**src/include/board_cfg.svh**
```systemverilog
`ifndef BOARD_CFG_SVH
`define BOARD_CFG_SVH

// Onboard resources
`define W_KEY        2      // Push buttons, active low
`define W_SW         3      // Slide switches
`define W_LED        8      // Green LEDs

// TM1638 daughterboard
`define TM_DIGITS    8      // Digits, LEDs and keys on the board
`define TM_HALF_DIV  4      // Clk cycles per serial clock half period

// Audio and display timing
`define I2S_HALF_DIV 4      // Clk cycles per bit clock half period
`define SCAN_DIV     16     // Clk cycles on each digit of the scan

`endif

```
**src/hw/audio_pkg.sv**
```systemverilog
package audio_pkg;

    // ----------------------------------------------------------
    // Sample types

    typedef logic signed [23:0] mic_t;      // INMP441 sample
    typedef logic signed [15:0] sound_t;    // DAC sample

    // ----------------------------------------------------------
    // I2S framing

    localparam int i2s_slot_bits  = 32;                 // Bit clocks per channel
    localparam int i2s_frame_bits = 2 * i2s_slot_bits;  // Left plus right slot

    // Both sides run the same free-running frame:
    // ws/lrclk low for the left slot, high for the right one,
    // data MSB first one bit clock after the ws edge

endpackage

```
**src/hw/i2s_mic_rx.sv**
```systemverilog
`include "board_cfg.svh"

module i2s_mic_rx
(
    input  logic            clk,
    input  logic            rst,
    input  logic            sd,
    output logic            sck,
    output logic            ws,
    output audio_pkg::mic_t value
);

    import audio_pkg::*;

    localparam int div_w    = $clog2(`I2S_HALF_DIV);
    localparam int cnt_w    = $clog2(i2s_frame_bits);
    localparam int mic_bits = $bits(mic_t);

    logic [div_w - 1:0] div_cnt;
    logic [cnt_w - 1:0] bit_cnt;        // Sck periods since ws fell
    logic               tick;
    logic               in_left;        // Sample bits of the left slot
    mic_t               shift;

    assign tick    = div_cnt == div_w'(`I2S_HALF_DIV - 1);
    assign ws      = bit_cnt [cnt_w - 1];                   // High in the right slot
    assign in_left = bit_cnt >= 1 && bit_cnt <= mic_bits;   // One sck of delay

    always_ff @(posedge clk or posedge rst)
    begin
        if (rst)
        begin
            div_cnt <= '0;
            sck     <= 1'b0;
            bit_cnt <= '0;
            value   <= '0;
        end
        else
        begin
            div_cnt <= tick ? '0 : div_cnt + 1'b1;

            if (tick)
            begin
                sck <= ~ sck;
                if (sck)                                    // Falling edge
                begin
                    bit_cnt <= bit_cnt + 1'b1;
                    if (bit_cnt == cnt_w'(i2s_slot_bits - 1))
                        value <= shift;                     // Ws rises
                end
            end
        end
    end

    // Mic drives on the falling edge, sample on the rising one
    always_ff @(posedge clk)
    begin
        if (tick && !sck && in_left)
            shift <= {shift [mic_bits - 2:0], sd};
    end

endmodule

```
**config.mk**
```make
export PLATFORM = sky130hd
export DESIGN_NAME = i2s_mic_rx
export DESIGN_NICKNAME = d
export VERILOG_FILES = /design/src/hw/audio_pkg.sv /design/src/hw/i2s_mic_rx.sv
export VERILOG_INCLUDE_DIRS = /design/src /design/src/include
export SDC_FILE = /design/constraint.sdc
export NUM_CORES = 1
export LEC_CHECK = 0
export ABC_CLOCK_PERIOD_IN_PS = 4500
export BUFFER_PORTS_ARGS = -buffer_cell sky130_fd_sc_hd__buf_4
export CORE_ASPECT_RATIO = 1.1
export CORE_MARGIN = 8
export CORE_UTILIZATION = 59
export DETAILED_ROUTE_END_ITERATION = 7
export PLACE_DENSITY = 0.82
export SLEW_MARGIN = 20
export SYNTH_ARGS = -nofsm -noshare
export SYNTH_HDL_FRONTEND = slang
export SYNTH_SLANG_ARGS = --single-unit
```
**constraint.sdc**
```tcl
create_clock -name clk -period 4.5 [get_ports clk]
set_input_delay 0.225 -clock clk [delete_from_list [all_inputs] [get_ports clk]]
set_output_delay 0.225 -clock clk [all_outputs]
set_load 0.05 [all_outputs]
```
==> qor.txt <==
Outcome: complete, no violations
Drt pass-1 iters: 4
# port buffers: 28
Nets: 166
Final Hold Viols: 0
DRT Wirelength: 3460 µm
Clock skew: 0.0128 ns
Worst-path cell chain: ha_1 > nand3_2 > nor3_4 > buf_8 > mux2_2
Distinct cells, synth: 18
Fill count: 240
Initial core utilization: 61.8%
Hold EP: div_cnt[0]
Commonest non-fill, non-tap cell in the layout: dfrtp_1
XOR/XNOR share of the synthesized area: 2.53%
Flop2flop setup slack: 2.49 ns
Tcrit/Tclk final: 44.8%
Clock slew at reported path FFs: 0.07 ns
Complex-gate fraction of the synthesized area: 0.663%
Critical Path AT: 2.27 ns
Unrepaired setup endpoints after global routing: no
Global placer's final weighted congestion: 0.812
GRT overflow: 0
PwrDens: 352 nW/µm²
Commonest non-fill, non-tap cells in the layout: dfrtp_1 (33), buf_4 (30), mux2_2 (25)
Worst-Skew Late Latency: 0.38 ns
P_leak: 1.16 nW
Worst-path fanout max: 15
Vias in the first global route: 1186
Slowest stage delay, CP: 0.49 ns
All-Layer GR Usage: 13.7%
Via count: 1080
Placeable Area: 3360 µm²
Critical R2R Capture: value[4]
Core Rows: 22
Layout cells sized above 1: 43.6%
Post-route setup TNS: 0 ns
R2R Path Start: div_cnt[0]
Crit. End Element: register
Simple-gate share of the synthesized area: 3.80%
Cell count after synthesis: 116
Max Transition Viols Final: 0
Hold path start: div_cnt[0]
Clock Path Buffers: 2
Sequential-to-total area share from yosys stat: 74.5%
Slew @ Worst Pin: 0.515 ns
Largest net degree at the start of global routing: 34
Max IR drop VDD: 0.000359 V
Register bit total from synthesis: 57
Post-CTS setup buffer count: 0
Final min period: 2.02 ns
DR WL/cell: 16.4 µm
Die area: 5680 µm²
# Max-Cap Violations: 0
Final Util: 74.6%
Top-area cell type share of the netlist area: 39.8%
Worst slew margin: 65.6%
Post-route DRC: 0
Synthesized area per cell: 17.9 µm²
Area growth syn-to-layout: 20.5%
Global-route wire length before repair: 5740 µm
Die Wd: 72.6 µm
Worst path required time: 4.76 ns
Vias per std cell: 5.12
Post-synthesis adder-cell area fraction: 3.01%
1st-iter DRT viols: 51
Synth warn: 0
CP Class: reg -> reg
Synthesized area: 2080 µm²
Synth area leaders: dfrtp_1 (40%), edfxtp_1 (35%), mux2_2 (14%)
H-tree level count: 3
Largest area contributor in the netlist: dfrtp_1
Final antenna-violating net count: 0
Syn Nets: 124
Worst min-delay path category: reg -> reg
Post-synthesis mux area share: 13.6%
CTS tree: done
Hold Path Stages: 1
DP Worst Slack: 2.25 ns
Clock root buffer: clkbuf_4
CTS sink cnt: 57
Initial antenna violation count: 0
Slowest cell on the critical path: nor3_4
CTS Buf Count: 9
Worst setup margin: 2.49 ns
Final setup fails: 0
Worst-case reg-to-reg path depth: 5
Post-DP HPWL: 2230 µm
Die height: 78.2 µm
Diode count: 0
I/O pin count: 29
CP startpoint kind: register
Achievable frequency: 0.496 GHz
Largest family of logic cells by synthesized area: multiplexers
-- flip-flops by register name, summed over array words and instances, names as in the netlist --
signal and cells:
bit_cnt 6, div_cnt 2, sck 1, shift 24
value 24
-- cells by family (layout without fill, tap and decap cells) --
family / count (synthesis) / in the layout
AO/OA/AOI/OAI: 2 / 2
XOR/XNOR: 6 / 6
adder cells (fa/ha/maj): 5 / 5
buffers and inverters: 7 / 54
flip-flops: 57 / 57
multiplexers: 25 / 25
AND/OR/NAND/NOR: 14 / 14
-- how the worst max path moves through the flow --
stage                from        to  cells after the start
2_1_floorplan         sck  shift[0]                      3
3_3_place_gp   div_cnt[0]  value[0]                      4
3_5_place_dp   div_cnt[0]  value[4]                      4
4_1_cts        div_cnt[0]  value[4]                      4
5_1_grt        div_cnt[0]  value[4]                      5
6_report       div_cnt[0]  value[4]                      5
-- what timing repair did --
action                                  in CTS  in global routing
hold buffers                                 2                  0
endpoints found under the hold margin       34                  0
endpoints found under the setup margin       0                  0
gates resized for setup                      0                  0
-- final cells by class --
| cell class | count | area [µm²] | share of cell area [%] |
|---|---|---|---|
| inverter | 5 | 18.8 | 0.750 |
| sequential | 57 | 1550 | 61.8 |
| multi-input combinational | 52 | 495 | 19.8 |
| timing repair buffer | 33 | 260 | 10.4 |
| clock inverter | 4 | 43.8 | 1.75 |
| clock buffer | 12 | 78.8 | 3.15 |
| tap | 48 | 60.1 | 2.40 |
-- cell usage after synthesis --
library cell and count:
a31oi_1 1, buf_6 2, dfrtp_1 33, edfxtp_1 24, ha_1 5, inv_1 5
mux2_2 25, nand2_1 3, nand3_1 1, nand3_2 1, nand4_1 1, nor2_1 5
nor2b_1 1, nor3_1 1, nor3_4 1, o211ai_1 1, xnor2_1 3, xor2_1 3
-- stage by stage --
step / power, mW / hold WS, ns / cell area [µm²] / cells
after global placement: 0.557 / 0.334 / 2350 / 192
final: 0.881 / 0.433 / 2500 / 211
after global routing: 0.914 / 0.468 / 2500 / 211
after detailed placement: 0.557 / 0.374 / 2350 / 192
after floorplan: 0.554 / 0.324 / 2080 / 116
after CTS: 0.890 / 0.432 / 2490 / 210
-- report_power, final --
part	internal, mW	switching [mW]
clock network	0.167	0.167
registers	0.538	0
logic	0.00285	0.00618
total	0.708	0.173
-- critical path: cells and delay by family, from the launching register on --
kind	cells	cell delay, ns
multiplexers	1	0.35
AND/OR/NAND/NOR	2	0.66
buffers and inverters	1	0.24
adder cells (fa/ha/maj)	1	0.29
flip-flops	1	0.36
-- routing by layer --
layer / up-vias / GRT usage, % / wire [µm]
met2: 32 / 20.7 / 1730
met4: 0 / 9.62 / 93
met1: 539 / 15.6 / 1450
met3: 10 / 5.46 / 192
met5: - / 0 / 0
li1: 499 / - / -
(Power assumes the default switching activity.)
