File: src/include/board_cfg.svh
`ifndef BOARD_CFG_SVH
`define BOARD_CFG_SVH

// Onboard resources
`define W_KEY        2      // Push buttons, active low
`define W_SW         3      // Slide switches
`define W_LED        8      // Green LEDs

// TM1638 daughterboard
`define TM_DIGITS    8      // Digits, LEDs and keys on the board
`define TM_HALF_DIV  4      // Clk cycles per serial clock half period

// Audio and display timing
`define I2S_HALF_DIV 4      // Clk cycles per bit clock half period
`define SCAN_DIV     16     // Clk cycles on each digit of the scan

`endif

File: src/hw/audio_pkg.sv
package audio_pkg;

    // ----------------------------------------------------------
    // Sample types

    typedef logic signed [23:0] mic_t;      // INMP441 sample
    typedef logic signed [15:0] sound_t;    // DAC sample

    // ----------------------------------------------------------
    // I2S framing

    localparam int i2s_slot_bits  = 32;                 // Bit clocks per channel
    localparam int i2s_frame_bits = 2 * i2s_slot_bits;  // Left plus right slot

    // Both sides run the same free-running frame:
    // ws/lrclk low for the left slot, high for the right one,
    // data MSB first one bit clock after the ws edge

endpackage

File: src/hw/board_pkg.sv
`include "board_cfg.svh"

package board_pkg;

    // ----------------------------------------------------------
    // Display, key and LED types

    typedef logic [7:0]              seg_t;     // abcdefgh, a in bit 7
    typedef logic [`TM_DIGITS - 1:0] digit_t;   // One hot digit select
    typedef logic [`TM_DIGITS - 1:0] key_t;     // Merged key mask
    typedef logic [`W_LED - 1:0]     led_t;     // LED mask

    // ----------------------------------------------------------
    // TM1638 serial link

    localparam logic [7:0] tm_cmd_write = 8'h40;    // Data write, auto increment
    localparam logic [7:0] tm_cmd_addr  = 8'hC0;    // Start at address 0
    localparam logic [7:0] tm_cmd_on    = 8'h8F;    // Display on, full brightness
    localparam logic [7:0] tm_cmd_read  = 8'h42;    // Key scan read

    localparam int tm_write_bytes = 2 * `TM_DIGITS; // Segment and LED bytes per frame
    localparam int tm_read_bytes  = 4;              // Key bytes per frame

endpackage

File: src/hw/display_if.sv
interface display_if;

    import board_pkg::*;

    seg_t   seg;        // Segments of the selected digit
    digit_t digit;      // Scan position
    led_t   led;        // LED pattern
    key_t   keys;       // Keys read from the board

    // Lab side produces the picture and consumes keys
    modport lab
    (
        output seg, digit, led,
        input  keys
    );

    // Board controller side
    modport ctrl
    (
        input  seg, digit, led,
        output keys
    );

endinterface

File: src/hw/lab_top.sv
`include "board_cfg.svh"

module lab_top
(
    input  logic                clk,
    input  logic                rst,
    input  board_pkg::key_t     keys,
    input  logic [`W_SW - 1:0]  sw,
    input  audio_pkg::mic_t     mic,
    output audio_pkg::sound_t   sound,
    display_if.lab              disp
);

    import board_pkg::*;

    localparam int scan_w  = $clog2(`SCAN_DIV);
    localparam int digit_w = $clog2(`TM_DIGITS);

    logic [scan_w  - 1:0] scan_cnt;     // Time on the current digit
    logic [digit_w - 1:0] digit_idx;    // Digit being shown
    logic [3:0]           nibble;
    logic                 blank;

    // Hex digit to abcdefgh, segment on = 1
    function automatic seg_t hex_to_seg(input logic [3:0] hex);
        case (hex)
            4'h0:    hex_to_seg = 8'b1111_1100;
            4'h1:    hex_to_seg = 8'b0110_0000;
            4'h2:    hex_to_seg = 8'b1101_1010;
            4'h3:    hex_to_seg = 8'b1111_0010;
            4'h4:    hex_to_seg = 8'b0110_0110;
            4'h5:    hex_to_seg = 8'b1011_0110;
            4'h6:    hex_to_seg = 8'b1011_1110;
            4'h7:    hex_to_seg = 8'b1110_0000;
            4'h8:    hex_to_seg = 8'b1111_1110;
            4'h9:    hex_to_seg = 8'b1111_0110;
            4'ha:    hex_to_seg = 8'b1110_1110;
            4'hb:    hex_to_seg = 8'b0011_1110;   // Lower case b
            4'hc:    hex_to_seg = 8'b1001_1100;
            4'hd:    hex_to_seg = 8'b0111_1010;   // Lower case d
            4'he:    hex_to_seg = 8'b1001_1110;
            default: hex_to_seg = 8'b1000_1110;
        endcase
    endfunction

    // ----------------------------------------------------------
    // Digit contents

    always_comb
    begin
        blank  = 1'b0;
        nibble = 4'h0;

        case (digit_idx)
            digit_w'(0): nibble = keys [3:0];   // Low key nibble
            digit_w'(1): nibble = keys [7:4];   // High key nibble
            digit_w'(2): nibble = 4'(sw);
            default:     blank  = 1'b1;         // Unused digits dark
        endcase
    end

    assign disp.seg   = blank ? '0 : hex_to_seg(nibble);
    assign disp.digit = digit_t'(1) << digit_idx;

    // ----------------------------------------------------------
    // Scan, LEDs and audio path

    always_ff @(posedge clk or posedge rst)
    begin
        if (rst)
        begin
            scan_cnt  <= '0;
            digit_idx <= '0;
            disp.led  <= '0;
            sound     <= '0;
        end
        else
        begin
            if (scan_cnt == scan_w'(`SCAN_DIV - 1))
            begin
                scan_cnt  <= '0;
                digit_idx <= digit_idx + 1'b1;      // Wraps after the last digit
            end
            else
                scan_cnt  <= scan_cnt + 1'b1;

            disp.led <= led_t'(keys);                // Key mask mirror
            sound    <= sw [0] ? mic [$bits(mic) - 1 -: $bits(sound)] : '0;
        end
    end

endmodule

File: src/flat_wrapper.sv
// flat-port wrapper written by rule: the top's interface ports become plain ports
module lab_top_flat import board_pkg::*;
  (clk, rst, keys, sw, mic, sound, disp_seg, disp_digit, disp_led, disp_keys);
  display_if disp_i ();
  input  logic clk;
  input  logic rst;
  input  board_pkg::key_t keys;
  input  logic [`W_SW - 1:0] sw;
  input  audio_pkg::mic_t mic;
  output audio_pkg::sound_t sound;
  output wire logic [$bits(disp_i.seg)-1:0] disp_seg;
  output wire logic [$bits(disp_i.digit)-1:0] disp_digit;
  output wire logic [$bits(disp_i.led)-1:0] disp_led;
  input wire logic [$bits(disp_i.keys)-1:0] disp_keys;
  assign disp_seg = disp_i.seg;
  assign disp_digit = disp_i.digit;
  assign disp_led = disp_i.led;
  assign disp_i.keys = disp_keys;
  lab_top u_core (.clk(clk), .rst(rst), .keys(keys), .sw(sw), .mic(mic), .sound(sound), .disp(disp_i));
endmodule
File: config.mk
export PLATFORM = sky130hd
export DESIGN_NAME = lab_top_flat
export DESIGN_NICKNAME = d
export VERILOG_FILES = /design/src/hw/audio_pkg.sv /design/src/hw/board_pkg.sv /design/src/hw/display_if.sv /design/src/hw/lab_top.sv /design/src/flat_wrapper.sv
export VERILOG_INCLUDE_DIRS = /design/src /design/src/include
export SDC_FILE = /design/constraint.sdc
export NUM_CORES = 1
export LEC_CHECK = 0
export BUFFER_PORTS_ARGS = -buffer_cell sky130_fd_sc_hd__buf_2
export CORE_MARGIN = 2
export CORE_UTILIZATION = 39
export CTS_CLUSTER_DIAMETER = 120
export DETAILED_ROUTE_END_ITERATION = 7
export PLACE_DENSITY = 0.75
export SLEW_MARGIN = 20
export SYNTH_ARGS = -nofsm -noshare
export SYNTH_HDL_FRONTEND = slang
export SYNTH_SLANG_ARGS = --single-unit
File: constraint.sdc
create_clock -name clk -period 1.9 [get_ports clk]
set_input_delay 0.095 -clock clk [delete_from_list [all_inputs] [get_ports clk]]
set_output_delay 0.095 -clock clk [all_outputs]
set_load 0.05 [all_outputs]
==> key figures <==
Routing
  • Routed WL: 4.237 mm
  • Drt wl/cell: 14.61 microns
  • Pre-antenna DRT Iters: 4
  • Residual DRC count: 0
  • Iteration-0 DRC count of the detailed router: 85
  • Final ANT Viol Nets: 0
  • Vias per inst: 4.697
  • Total number of vias: 1362

Die
  • Core area: 0.003661 sq mm
  • Row count: 22
  • Initial Utilization: 40.74%
  • Die area: 0.004335 sq mm
  • Die Height: 65.84 microns
  • Ports: 85
  • Die width: 65.84 microns

Yosys
  • Sequential element share of the synthesized area: 52.01%
  • Number of flops mapped to enable cells by yosys: 0
  • FF+latch count, synth: 31
  • Ys Warns: 0
  • Most numerous cell in the Yosys netlist: dfrtp_1
  • Top cell type's share of synthesized area: 52.01%
  • Post-Syn Instances: 129
  • Async set-reset flop share out of synthesis: 100.0%
  • Yosys top cell by area: dfrtp_1
  • Post-synthesis cell type count: 37
  • Synth cell count leaders: dfrtp_1, and2_1, ha_1
  • Synth top area cells: dfrtp_1, ha_1, and2_1
  • Avg Cell Area, Syn: 11.56 sq um
  • Syn nets: 187
  • Synth Flop Type: dfrtp_1
  • Synthesized area: 0.001491 sq mm

Setup path
  • CP max stage delay: 0.39 ns
  • Worst Reg2Reg Path Length in Cells: 5
  • Reg2reg end: u_core.digit_idx[2]
  • Crit path launch: u_core.digit_idx[0]
  • Reg2Reg Setup Slack: 0.52 ns
  • Crit path max-delay cell type: dfrtp_1
  • Critical Path End Type: output port
  • Arr. time, crit path: 2.36 ns
  • Critical path endpoint: disp_seg[5]
  • Critical Path Fanout Max: 5
  • Crit path kind: register to output port
  • CP Cell Sequence: inv_2 -> ha_4 -> and3b_2 -> a211o_4 -> inv_6 -> ha_4 -> buf_6 -> nor2_4 -> a221oi_2 -> buf_6
  • Worst r2r src: u_core.digit_idx[0]
  • Startpoint Class: register
  • WP data required: 1.80 ns

GRT
  • First-pass GRT wire length: 6.706 mm
  • Largest net degree at the start of global routing: 32
  • Via count of the first global-routing pass: 1414
  • Overflow after GRT: 0
  • Grt met3 use: 4.429%
  • Overall Global Routing Usage: 20.84%
  • Busiest grt layer: met2
  • Routing usage on met2: 35.61%
  • Met1 Usage GRT: 24.84%
  • Initial antenna violation count: 0

CTS
  • Root Driver: clkbuf_8
  • TritonCTS clock tree: built
  • Reg clk slew, reported paths: 0.06 ns
  • Clock tree buffer depth: 2
  • Clock H-tree levels: 2
  • CTS Buf Count: 5
  • Clock Latency Late Sink: 0.27 ns
  • CTS sink count: 31

STA
  • Max Clk Rate: 407.2 MHz
  • Setup Skew: 0.0005068 ns
  • Final Hold Violating Endpoints: 0
  • # setup viols final: 7
  • Min Tclk post-route: 2.456 ns
  • Pins over their slew limit: 0
  • Final period util: 129.2%
  • Post-route worst setup slack: -0.5556 ns
  • Worst hold slack: 0.03170 ns
  • RSZ-0062 raised after global routing: yes

Layout
  • Number of fill cells in the layout: 260
  • Area delta synth->final: 76.01%
  • Layout Nets: 299
  • Diode count: 0
  • Share of layout cells above drive strength 1: 61.98%

Place
  • DP Worst Slack: -0.3731 ns
  • IO Port Bufs: 67
  • Post-detail-place hpwl: 2.843 mm
  • Gpl congestion: 0.8569

Run status
  • Outcome: complete, but fails checks
  • Failing checks: setup timing

Flow run
  • Max-cap violation count: 0

Min path
  • Hold Crit Start: mic[19]
  • Hold WC Path Type: input pin to register

Pwr
  • Final Power: 0.001368 W
  • Maximum VDD drop: 287.5 uV
  • Lkg Pwr: 1.294 nW
  • Pwr dens: 521.0 mW/mm^2
[worst max-delay path: cells and delay by family, from the launching register on]
| kind | cells | cell delay [ns] |
|---|---|---|
| AO/OA/AOI/OAI | 2 | 0.62 |
| buffers and inverters | 4 | 0.50 |
| flip-flops | 1 | 0.39 |
| adder cells (fa/ha/maj) | 2 | 0.33 |
| AND/OR/NAND/NOR | 2 | 0.24 |
[cells in the final DEF, fill, tap and decap left out, types with 2 or more instances in the layout]
master / count
mux2i_4: 2
buf_2: 59
nor2_1: 4
and2_1: 18
ha_1: 5
inv_2: 4
ha_4: 6
and3b_2: 3
ha_2: 2
buf_6: 10
nor2b_2: 2
dfrtp_1: 30
a211oi_4: 2
buf_4: 29
mux2_4: 2
o21ai_0: 3
clkbuf_8: 5
nand2_1: 4
inv_1: 3
dlygate4sd3_1: 9
clkbuf_1: 2
nand3_1: 4
[through the flow]
stage | setup TNS, ns | instances | util, % | instance area [sq um]
detailed placement | -2.168 | 265 | 59.40 | 2175
global route | -4.215 | 290 | 71.70 | 2625
finish | -3.593 | 290 | 71.70 | 2625
floorplan | -3.298 | 129 | - | 1615
CTS | -3.216 | 287 | 69.79 | 2555
global placement | -1.787 | 265 | 59.40 | 2175
[worst min path at each step]
stage                                     to  slack [ns]  cells after the start
after floorplan           u_core.disp.led[0]        0.13                      0
after global placement    u_core.disp.led[5]        0.18                      3
after detailed placement  u_core.disp.led[1]        0.20                      3
after CTS                   u_core.sound[11]        0.02                      2
after global routing        u_core.sound[10]        0.04                      2
final                       u_core.sound[11]        0.03                      2
[sequential cells by signal (all words and copies together) (netlist names)]
signal / cells
u_core.disp.led: 8
u_core.sound: 16
u_core.scan_cnt: 4
u_core.digit_idx: 3
[report_power, final]
part           total, W  switching, W  internal (W)
sequential     0.000692    0.00000588      0.000686
clock          0.000471      0.000215      0.000256
combinational  0.000205      0.000143     0.0000614
[what timing repair did]
action                                  CTS  global route
hold buffers                              9             0
endpoints found under the hold margin    39             0
endpoints found under the setup margin    7             8
setup buffers                             5             3
pin swaps                                12            14
gates resized for setup                  39            15
[layer usage]
layer,vias up,part of all wire (%)
met5,-,0
met2,56,51
met4,0,1.7
met3,6,7.3
li1,662,-
met1,638,40
[cell families after synthesis]
| logic type | Yosys count | synth area share [%] |
|---|---|---|
| AND/OR/NAND/NOR | 46 | 18.21 |
| flip-flops | 31 | 52.01 |
| AO/OA/AOI/OAI | 20 | 10.49 |
| adder cells (fa/ha/maj) | 13 | 10.91 |
| buffers and inverters | 11 | 3.104 |
| multiplexers | 5 | 3.859 |
| XOR/XNOR | 2 | 1.175 |
| other | 1 | 0.2514 |
[final cells by class]
| type | count | area (sq um) | area share [%] |
|---|---|---|---|
| Clock buffer | 7 | 76.32 | 2.908 |
| Clock inverter | 1 | 5.005 | 0.1907 |
| Inverter | 8 | 35.03 | 1.335 |
| Multi-Input combinational cell | 87 | 940.9 | 35.84 |
| Sequential cell | 31 | 777.0 | 29.60 |
| Tap cell | 48 | 60.06 | 2.288 |
| Timing Repair Buffer | 108 | 730.7 | 27.84 |
(Power assumes the default switching activity.)
