File: src/include/board_cfg.svh
`ifndef BOARD_CFG_SVH
`define BOARD_CFG_SVH

// Onboard resources
`define W_KEY        2      // Push buttons, active low
`define W_SW         3      // Slide switches
`define W_LED        8      // Green LEDs

// TM1638 daughterboard
`define TM_DIGITS    8      // Digits, LEDs and keys on the board
`define TM_HALF_DIV  4      // Clk cycles per serial clock half period

// Audio and display timing
`define I2S_HALF_DIV 4      // Clk cycles per bit clock half period
`define SCAN_DIV     16     // Clk cycles on each digit of the scan

`endif

File: src/hw/audio_pkg.sv
package audio_pkg;

    // ----------------------------------------------------------
    // Sample types

    typedef logic signed [23:0] mic_t;      // INMP441 sample
    typedef logic signed [15:0] sound_t;    // DAC sample

    // ----------------------------------------------------------
    // I2S framing

    localparam int i2s_slot_bits  = 32;                 // Bit clocks per channel
    localparam int i2s_frame_bits = 2 * i2s_slot_bits;  // Left plus right slot

    // Both sides run the same free-running frame:
    // ws/lrclk low for the left slot, high for the right one,
    // data MSB first one bit clock after the ws edge

endpackage

File: src/hw/i2s_dac_tx.sv
`include "board_cfg.svh"

module i2s_dac_tx
(
    input  logic              clk,
    input  logic              rst,
    input  audio_pkg::sound_t data_in,
    output logic              mclk,
    output logic              bclk,
    output logic              lrclk,
    output logic              sdata
);

    import audio_pkg::*;

    localparam int div_w    = $clog2(`I2S_HALF_DIV);
    localparam int cnt_w    = $clog2(i2s_frame_bits);
    localparam int snd_bits = $bits(sound_t);

    logic [div_w - 1:0] div_cnt;
    logic [cnt_w - 1:0] bit_cnt;        // Bclk periods since lrclk fell
    logic [cnt_w - 1:0] nxt_cnt;
    logic [cnt_w - 2:0] slot_pos;       // Position in the slot after this edge
    logic               tick;
    logic               fall;           // Bclk about to go low
    sound_t             sample;         // Held for the right slot
    sound_t             shift;

    assign tick     = div_cnt == div_w'(`I2S_HALF_DIV - 1);
    assign fall     = tick && bclk;
    assign nxt_cnt  = bit_cnt + 1'b1;
    assign slot_pos = nxt_cnt [cnt_w - 2:0];
    assign lrclk    = bit_cnt [cnt_w - 1];      // Changes with the falling bclk

    // ----------------------------------------------------------
    // Clocks

    always_ff @(posedge clk or posedge rst)
    begin
        if (rst)
        begin
            mclk    <= 1'b0;
            bclk    <= 1'b0;
            div_cnt <= '0;
            bit_cnt <= '0;
        end
        else
        begin
            mclk    <= ~ mclk;                  // Clk / 2
            div_cnt <= tick ? '0 : div_cnt + 1'b1;
            if (tick)
                bclk <= ~ bclk;
            if (fall)
                bit_cnt <= nxt_cnt;
        end
    end

    // ----------------------------------------------------------
    // Serializer, data moves only while bclk is low

    always_ff @(posedge clk or posedge rst)
    begin
        if (rst)
        begin
            sample <= '0;
            shift  <= '0;
            sdata  <= 1'b0;
        end
        else if (fall)
        begin
            sdata <= 1'b0;                      // Padding after the sample
            if (nxt_cnt == '0)
                sample <= data_in;              // Frame start
            if (slot_pos == '0)
                shift <= (nxt_cnt == '0) ? data_in : sample;
            else if (slot_pos <= snd_bits)
            begin
                sdata <= shift [snd_bits - 1];  // MSB first
                shift <= shift << 1;
            end
        end
    end

endmodule

File: config.mk
export PLATFORM = sky130hd
export DESIGN_NAME = i2s_dac_tx
export DESIGN_NICKNAME = d
export VERILOG_FILES = /design/src/hw/audio_pkg.sv /design/src/hw/i2s_dac_tx.sv
export VERILOG_INCLUDE_DIRS = /design/src /design/src/include
export SDC_FILE = /design/constraint.sdc
export NUM_CORES = 1
export LEC_CHECK = 0
export BUFFER_PORTS_ARGS = -buffer_cell sky130_fd_sc_hd__buf_2
export CORE_MARGIN = 2
export CORE_UTILIZATION = 35
export DETAILED_ROUTE_END_ITERATION = 8
export SLEW_MARGIN = 30
export SYNTH_ARGS = -nofsm -noshare
export SYNTH_HDL_FRONTEND = slang
export SYNTH_SLANG_ARGS = --single-unit
File: constraint.sdc
create_clock -name clk -period 4.6 [get_ports clk]
set_input_delay 0.92 -clock clk [delete_from_list [all_inputs] [get_ports clk]]
set_output_delay 0.92 -clock clk [all_outputs]
set_load 0.02 [all_outputs]
==> metrics.log, run 1 <==
[metrics] Net count, final: 213
[metrics] path category of the worst min-delay check: flip-flop to flip-flop
[metrics] number of core rows: 28
[metrics] number of buffers created by CTS: 5
[metrics] Placer Congestion: 0.751
[metrics] Synth top cells by count: sky130_fd_sc_hd__dfrtp_1 (43), sky130_fd_sc_hd__nand2_1 (22), sky130_fd_sc_hd__inv_1 (17)
[metrics] setup repair after global routing missed its margin: false
[metrics] width of the die: 81.3 um
[metrics] total of warnings raised by yosys: 0
[metrics] overall fraction of global-route tracks in use: 13.1%
[metrics] total negative setup slack: 0 ps
[metrics] antenna cells: 0
[metrics] area share of the leading cell type in the synthesized netlist: 51.4%
[metrics] reg-to-reg critical path endpoint: shift[7]
[metrics] Syn Std Cell Area: 2090 um^2
[metrics] average instance area after synthesis: 12.3 um^2
[metrics] Pwr Total: 0.000689 W
[metrics] Sw Share: 22.0%
[metrics] CTS Buffer Depth: 2
[metrics] startpoint type of the worst setup path: flip-flop
[metrics] routed via count divided by cell count: 4.77
[metrics] Comb pwr share: 4.5%
[metrics] FILL cells: 579
[metrics] leakage dissipation: 1.24 nW
[metrics] data arrival time of the worst path: 2650 ps
[metrics] longest individual stage delay on the worst path: 530 ps
[metrics] Reg clk slew, reported paths: 80 ps
[metrics] core occupancy in the finished layout: 40.3%
[metrics] slack of the worst reg-to-reg path: 2120 ps
[metrics] critical register-to-register path startpoint: bit_cnt[0]
[metrics] headroom to the max-slew limit: 45.6%
[metrics] CTS H-tree depth: 2
[metrics] number of instances in the synthesized netlist: 170
[metrics] top cells by area in the synthesized netlist: sky130_fd_sc_hd__dfrtp_1 (51%), sky130_fd_sc_hd__mux2i_1 (7.7%), sky130_fd_sc_hd__mux2_4 (7.2%)
[metrics] power dissipated by switching net loads: 0.000152 W
[metrics] number of DRC violations after detailed-routing iteration 0: 40
[metrics] wire length of the first global-routing pass: 6.40 mm
[metrics] DR pass1 iterations: 4
[metrics] Req. time, crit path: 4760 ps
[metrics] count of input and output buffers: 21
[metrics] transition time at the pin with the least slew margin: 815 ps
[metrics] global route overflow: 0
[metrics] starting density of the core: 35.8%
[metrics] DRC violations left: 0
[metrics] status: complete, no violations
[metrics] overall routed net length: 3.55 mm
[metrics] Resized Gates After CTS: 0
[metrics] Clock Latency Late Sink: 300 ps
[metrics] net count after synthesis: 191
[metrics] start point of the critical path: bit_cnt[0]
[metrics] largest area contributor in the synthesized netlist: sky130_fd_sc_hd__dfrtp_1
[metrics] TritonCTS clock tree: yes
[metrics] timing endpoint of the critical path: shift[7]
[metrics] fraction of registers with async set or reset after synthesis: 100%
[metrics] via count of the first global-routing pass: 1379
[metrics] area overhead of the layout relative to synthesis: 12.7%
[metrics] maximum fanout along the worst path: 15
[metrics] number of top-level pins: 22
[metrics] post-DR wirelength/cell: 13.2 um
[metrics] maximum operating frequency: 403 MHz
[metrics] part of the cycle the worst path needs: 54.0%
[metrics] antenna-violating nets left: 0
[metrics] largest net degree at the start of global routing: 44
[metrics] final count of hold timing violations: 0
[metrics] critical-path cell list: ha_1 > nor4b_1 > or2_1 > mux2i_4 > o221ai_1
[metrics] # Post-CTS Setup Buffers: 0
[metrics] type of the setup path with the least slack: flip-flop to flip-flop
[metrics] number of clock sinks: 43
[metrics] initial antenna violation count: 0
[metrics] Clock Tree Root: sky130_fd_sc_hd__clkbuf_8
[metrics] floorplan core area: 5850 um^2
[metrics] number of endpoints failing setup at the final stage: 0
[metrics] vertical die dimension: 81.3 um
[metrics] half-perimeter wire length after detailed placement: 2.36 mm
[metrics] max-slew violation total from the final report: 0
[metrics] Clk network pwr share: 39.2%
[metrics] largest vdd supply drop: 0.000146 V
[metrics] Netlist cell types: 30
[metrics] number of synthesized register bits: 43
[metrics] number of max-cap violations: 0
[metrics] fraction of layout instances using a drive strength above 1: 28.0%
[metrics] fin crit period: 2480 ps
[metrics] number of flops mapped to enable cells by yosys: 0
[metrics] proportion of synthesized chip area in sequential cells: 51.4%
[metrics] power density normalized to cell area: 292 nW/um^2
[metrics] clk_skew: 5.81 ps
[metrics] depth of the worst register-to-register path: 5
[metrics] total via count in the routed design: 1279
[metrics] Die Outline Area: 6610 um^2
[metrics] slowest stage cell, crit path: sky130_fd_sc_hd__nor4b_1
[metrics] Post-CTS Hold Buffers: 0
[metrics] internal power component: 0.000538 W
[metrics] most frequently used flop master after synthesis: sky130_fd_sc_hd__dfrtp_1
[metrics] kind of end point of the critical path: flip-flop
[metrics] Flop pwr share: 56.3%
[metrics] cell with the most instances after synthesis: sky130_fd_sc_hd__dfrtp_1
==> cells in the final DEF (no fill, tap or decap) <==
| master | count |
|---|---|
| sky130_fd_sc_hd__clkinvlp_4 | 1 |
| sky130_fd_sc_hd__nand3_4 | 1 |
| sky130_fd_sc_hd__a21boi_1 | 1 |
| sky130_fd_sc_hd__nor2_1 | 3 |
| sky130_fd_sc_hd__nand3_1 | 3 |
| sky130_fd_sc_hd__clkbuf_8 | 7 |
| sky130_fd_sc_hd__dfrtp_1 | 43 |
| sky130_fd_sc_hd__and2_1 | 1 |
| sky130_fd_sc_hd__inv_1 | 17 |
| sky130_fd_sc_hd__nor3_1 | 1 |
| sky130_fd_sc_hd__buf_4 | 1 |
| sky130_fd_sc_hd__mux2_2 | 7 |
| sky130_fd_sc_hd__o31ai_4 | 1 |
| sky130_fd_sc_hd__o221ai_1 | 15 |
| sky130_fd_sc_hd__nor2_2 | 1 |
| sky130_fd_sc_hd__nand2_1 | 22 |
| sky130_fd_sc_hd__nand4_1 | 1 |
| sky130_fd_sc_hd__nor4b_1 | 1 |
| sky130_fd_sc_hd__ha_1 | 3 |
| sky130_fd_sc_hd__xnor2_4 | 1 |
| sky130_fd_sc_hd__buf_2 | 21 |
| sky130_fd_sc_hd__mux2i_4 | 1 |
| sky130_fd_sc_hd__nor3_2 | 1 |
| sky130_fd_sc_hd__xor2_1 | 4 |
| sky130_fd_sc_hd__and3b_1 | 1 |
| sky130_fd_sc_hd__o21ai_0 | 2 |
| sky130_fd_sc_hd__mux2_4 | 10 |
| sky130_fd_sc_hd__and2_2 | 1 |
| sky130_fd_sc_hd__mux2i_1 | 16 |
| sky130_fd_sc_hd__or2_1 | 1 |
| sky130_fd_sc_hd__xnor2_1 | 4 |
==> registers in the layout (all words and copies together), names as in the netlist <==
| signal | cells |
|---|---|
| div_cnt | 2 |
| sdata | 1 |
| bclk | 1 |
| bit_cnt | 6 |
| mclk | 1 |
| shift | 16 |
| sample | 16 |
==> critical path, delay by kind of cell (launching register included) <==
| family | cells | cell delay (ps) |
|---|---|---|
| flip-flops | 1 | 450 |
| adder cells (fa/ha/maj) | 1 | 270 |
| AND/OR/NAND/NOR | 2 | 890 |
| AO/OA/AOI/OAI | 1 | 200 |
| multiplexers | 1 | 530 |
==> worst min-delay path by stage <==
| stage | from | endpoint | cells past startpoint |
|---|---|---|---|
| after floorplan | div_cnt[0] | div_cnt[0] | 1 |
| after global placement | mclk | mclk | 1 |
| after detailed placement | mclk | mclk | 1 |
| after CTS | mclk | mclk | 1 |
| after global routing | mclk | mclk | 1 |
| final | mclk | mclk | 1 |
==> power by group through the flow <==
stage / clock, W / combinational (W) / sequential, W
2_1_floorplan: 0 / 0.0000186 / 0.000395
3_5_place_dp: 0 / 0.0000324 / 0.000396
5_1_grt: 0.000296 / 0.0000354 / 0.000389
6_report: 0.000270 / 0.0000310 / 0.000388
4_1_cts: 0.000281 / 0.0000324 / 0.000388
3_3_place_gp: 0 / 0.0000317 / 0.000396
==> area by class of cell <==
type | instances | area, um^2 | area share [%]
clock buffers | 7 | 96.3 | 4.08
well taps | 75 | 93.8 | 3.98
multi-input cells | 103 | 908 | 38.5
flip-flops and latches | 43 | 1080 | 45.6
clock inverters | 1 | 7.51 | 0.318
inverters | 17 | 63.8 | 2.71
repair buffers | 22 | 113 | 4.77
==> cell families (layout without fill, tap and decap cells) <==
group | after synthesis | count (layout) | share of synthesized area [%]
buffers and inverters | 24 | 47 | 5.56
and+or+nand+nor | 38 | 38 | 9.15
DFF | 43 | 43 | 51.4
adders and majority gates | 3 | 3 | 1.79
AOI/OAI and AO/OA | 19 | 19 | 7.72
muxes | 34 | 34 | 19.7
xor gates and xnor gates | 9 | 9 | 4.66
==> metal layers <==
layer	up-vias	GRT usage [%]	part of all wire (%)
li1	633	-	-
met1	619	17.3	50
met2	20	19.2	43
met3	7	3.44	3.6
met4	0	7.63	2.8
met5	-	0	0
==> through the flow <==
stage                     instances  setup slack, ps  instance area, um^2  hold WS [ps]
after floorplan                 170             2560                 2090           403
after global placement          260             2320                 2250           402
after detailed placement        260             2110                 2250           400
after CTS                       268             2090                 2360           421
after global routing            268             1900                 2360           458
final                           268             2120                 2360           422
Power figures use the tool's default switching activity.
==> run 2, diff against run 1 <==
- clock period: 4.6 -> 2.4 ns (I/O delays scaled with it)
==> run 2 against run 1 <==
Net effect:
- sequential share of layout area decreased by 1.3 points
- global-route usage decreased by 0.11 points
- via count increased by 0.94%
- combinational power increased by 93%
- count of clock-buffer cells in the layout decreased by 1
- clock skew increased by 2.0 ps
==> metrics.log, run 2 (synthesis results as in run 1) <==
[metrics] # Post-CTS Setup Buffers: 0 (unchanged)
[metrics] headroom to the max-slew limit: 63.2% (was 45.6%)
[metrics] slowest stage cell, crit path: sky130_fd_sc_hd__dfrtp_1 (was sky130_fd_sc_hd__nor4b_1)
[metrics] total negative setup slack: 0 ps (unchanged)
[metrics] CTS Buffer Depth: 2 (unchanged)
[metrics] Net count, final: 220 (was 213)
[metrics] kind of end point of the critical path: flip-flop (unchanged)
[metrics] number of top-level pins: 22 (unchanged)
[metrics] start point of the critical path: bit_cnt[0] (unchanged)
[metrics] type of the setup path with the least slack: flip-flop to flip-flop (unchanged)
[metrics] Req. time, crit path: 2580 ps (was 4760 ps)
[metrics] antenna-violating nets left: 0 (unchanged)
[metrics] number of max-cap violations: 0 (unchanged)
[metrics] area overhead of the layout relative to synthesis: 16.1% (was 12.7%)
[metrics] internal power component: 0.00111 W (was 0.000538 W)
[metrics] wire length of the first global-routing pass: 6.44 mm (was 6.40 mm)
[metrics] Flop pwr share: 53.7% (was 56.3%)
[metrics] Clk network pwr share: 42.0% (was 39.2%)
[metrics] routed via count divided by cell count: 4.69 (was 4.77)
[metrics] power dissipated by switching net loads: 0.000282 W (was 0.000152 W)
[metrics] setup repair after global routing missed its margin: false (unchanged)
[metrics] final count of hold timing violations: 0 (unchanged)
[metrics] largest net degree at the start of global routing: 44 (unchanged)
[metrics] critical register-to-register path startpoint: bit_cnt[0] (unchanged)
[metrics] DRC violations left: 0 (unchanged)
[metrics] clk_skew: 7.84 ps (was 5.81 ps)
[metrics] fraction of layout instances using a drive strength above 1: 30.5% (was 28.0%)
[metrics] Clock Latency Late Sink: 290 ps (was 300 ps)
[metrics] critical-path cell list: ha_1 > nor4b_1 > or2_1 > nand3_4 > mux2_4 (was ha_1 > nor4b_1 > or2_1 > mux2i_4 > o221ai_1)
[metrics] part of the cycle the worst path needs: 91.8% (was 54.0%)
[metrics] leakage dissipation: 1.28 nW (was 1.24 nW)
[metrics] antenna cells: 0 (unchanged)
[metrics] Pwr Total: 0.00139 W (was 0.000689 W)
[metrics] longest individual stage delay on the worst path: 450 ps (was 530 ps)
[metrics] number of core rows: 28 (unchanged)
[metrics] Sw Share: 20.3% (was 22.0%)
[metrics] via count of the first global-routing pass: 1381 (was 1379)
[metrics] number of clock sinks: 43 (unchanged)
[metrics] maximum operating frequency: 454 MHz (was 403 MHz)
[metrics] half-perimeter wire length after detailed placement: 2.50 mm (was 2.36 mm)
[metrics] Top Registers: sample: 16 flops, shift: 16 flops, bit_cnt: 6 flops (unchanged)
[metrics] maximum fanout along the worst path: 16 (was 15)
[metrics] Clock Tree Root: sky130_fd_sc_hd__clkbuf_8 (unchanged)
[metrics] family of cells with the greatest summed delay on the critical path: simple AND/OR/NAND/NOR gates (unchanged)
[metrics] global route overflow: 0 (unchanged)
[metrics] largest vdd supply drop: 0.000314 V (was 0.000146 V)
[metrics] number of buffers created by CTS: 5 (unchanged)
[metrics] commonest cells after routing, fill and taps aside: sky130_fd_sc_hd__dfrtp_1 (43), sky130_fd_sc_hd__nand2_1 (22), sky130_fd_sc_hd__buf_2 (21) (unchanged)
[metrics] transition time at the pin with the least slew margin: 552 ps (was 815 ps)
[metrics] width of the die: 81.3 um (unchanged)
[metrics] number of DRC violations after detailed-routing iteration 0: 65 (was 40)
[metrics] Resized Gates After CTS: 0 (unchanged)
[metrics] status: complete, no violations (unchanged)
[metrics] Placer Congestion: 0.770 (was 0.751)
[metrics] floorplan core area: 5850 um^2 (unchanged)
[metrics] startpoint type of the worst setup path: flip-flop (unchanged)
[metrics] initial antenna violation count: 0 (unchanged)
[metrics] overall routed net length: 3.72 mm (was 3.55 mm)
[metrics] Die Outline Area: 6610 um^2 (unchanged)
[metrics] Reg clk slew, reported paths: 80 ps (about the same)
[metrics] FILL cells: 568 (was 579)
[metrics] post-placement setup slack: 194 ps (was 2110 ps)
[metrics] max-slew violation total from the final report: 0 (unchanged)
[metrics] number of endpoints failing setup at the final stage: 0 (unchanged)
[metrics] most frequent standard cell in the layout excluding fill and tap cells: sky130_fd_sc_hd__dfrtp_1 (unchanged)
[metrics] post-DR wirelength/cell: 13.5 um (was 13.2 um)
[metrics] Comb pwr share: 4.3% (was 4.5%)
[metrics] overall fraction of global-route tracks in use: 13.0% (was 13.1%)
[metrics] total via count in the routed design: 1291 (was 1279)
[metrics] power density normalized to cell area: 571 nW/um^2 (was 292 nW/um^2)
[metrics] Fin Hold WS: 307 ps (was 422 ps)
[metrics] data arrival time of the worst path: 2390 ps (was 2650 ps)
[metrics] fin crit period: 2200 ps (was 2480 ps)
[metrics] PnR worst setup slack: 197 ps (was 2120 ps)
[metrics] vertical die dimension: 81.3 um (unchanged)
[metrics] path category of the worst min-delay check: primary input to async pin (was flip-flop to flip-flop)
[metrics] DR pass1 iterations: 4 (unchanged)
[metrics] Post-CTS Hold Buffers: 0 (unchanged)
[metrics] starting density of the core: 35.8% (unchanged)
[metrics] TritonCTS clock tree: yes (unchanged)
[metrics] count of input and output buffers: 21 (unchanged)
[metrics] CTS H-tree depth: 2 (unchanged)
[metrics] worst path buffer plus inverter count: 0 (unchanged)
-- run 2: cell types whose count changed in the layout (fill, tap and decap cells not counted) --
| cell | previous run | this run |
|---|---|---|
| sky130_fd_sc_hd__bufinv_16 | 0 | 1 |
| sky130_fd_sc_hd__o31ai_2 | 0 | 1 |
| sky130_fd_sc_hd__clkbuf_8 | 7 | 6 |
| sky130_fd_sc_hd__buf_4 | 1 | 7 |
| sky130_fd_sc_hd__o31ai_4 | 1 | 0 |
| sky130_fd_sc_hd__clkinv_2 | 0 | 1 |
| sky130_fd_sc_hd__buf_12 | 0 | 1 |
| sky130_fd_sc_hd__clkinvlp_4 | 1 | 0 |
-- run 2: per-stage QoR --
step	utilization, %	std cells	instance area [um^2]
after CTS	41.5	275	2430
after floorplan	-	170	2090
after detailed placement	39.5	267	2310
final	41.5	275	2430
after global routing	41.5	275	2430
after global placement	39.5	267	2310
-- run 2: power by group through the flow --
stage | logic [W] | clock network [W] | registers (W)
floorplan | 0.0000356 | 0 | 0.000757
global placement | 0.0000609 | 0 | 0.000759
detailed placement | 0.0000620 | 0 | 0.000759
CTS | 0.0000619 | 0.000604 | 0.000745
global route | 0.0000692 | 0.000640 | 0.000747
finish | 0.0000597 | 0.000583 | 0.000745
-- run 2: area by class of cell --
class                           count  area, um^2  share of cell area (%)
Sequential cell                    43        1080                    44.3
Multi-Input combinational cell    103         900                    37.0
Timing Repair Buffer               29         178                    7.32
Tap cell                           75        93.8                    3.86
Clock buffer                        6        82.6                    3.40
Inverter                           17        63.8                    2.63
Clock inverter                      2        35.0                    1.44
-- run 2: per-layer routing --
layer  track usage [%]  part of all wire (%)  vias up
met3              3.00                   3.4        7
met4              6.61                   2.1        0
met5                 0                     0        -
met2              20.0                    46       22
met1              17.0                    49      612
li1                  -                     -      650
-- run 2: path summary, 6_finish.rpt --
check / to / slack [ps] / cells past startpoint
setup / recovery: sample[7] / 200 / 5
hold / removal: bclk / 310 / 3
setup reg to reg: sample[7] / 200 / 5
hold reg to reg: mclk / 420 / 1
max in group asynchronous: shift[12] / 1710 / 3
min in group clk: mclk / 420 / 1
-- run 2: worst register-to-register path, stage by stage, from the launching register on --
cell	delay [ps]
sky130_fd_sc_hd__dfrtp_1	450
sky130_fd_sc_hd__ha_1	270
sky130_fd_sc_hd__nor4b_1	320
sky130_fd_sc_hd__or2_1	330
sky130_fd_sc_hd__nand3_4	330
sky130_fd_sc_hd__mux2_4	400
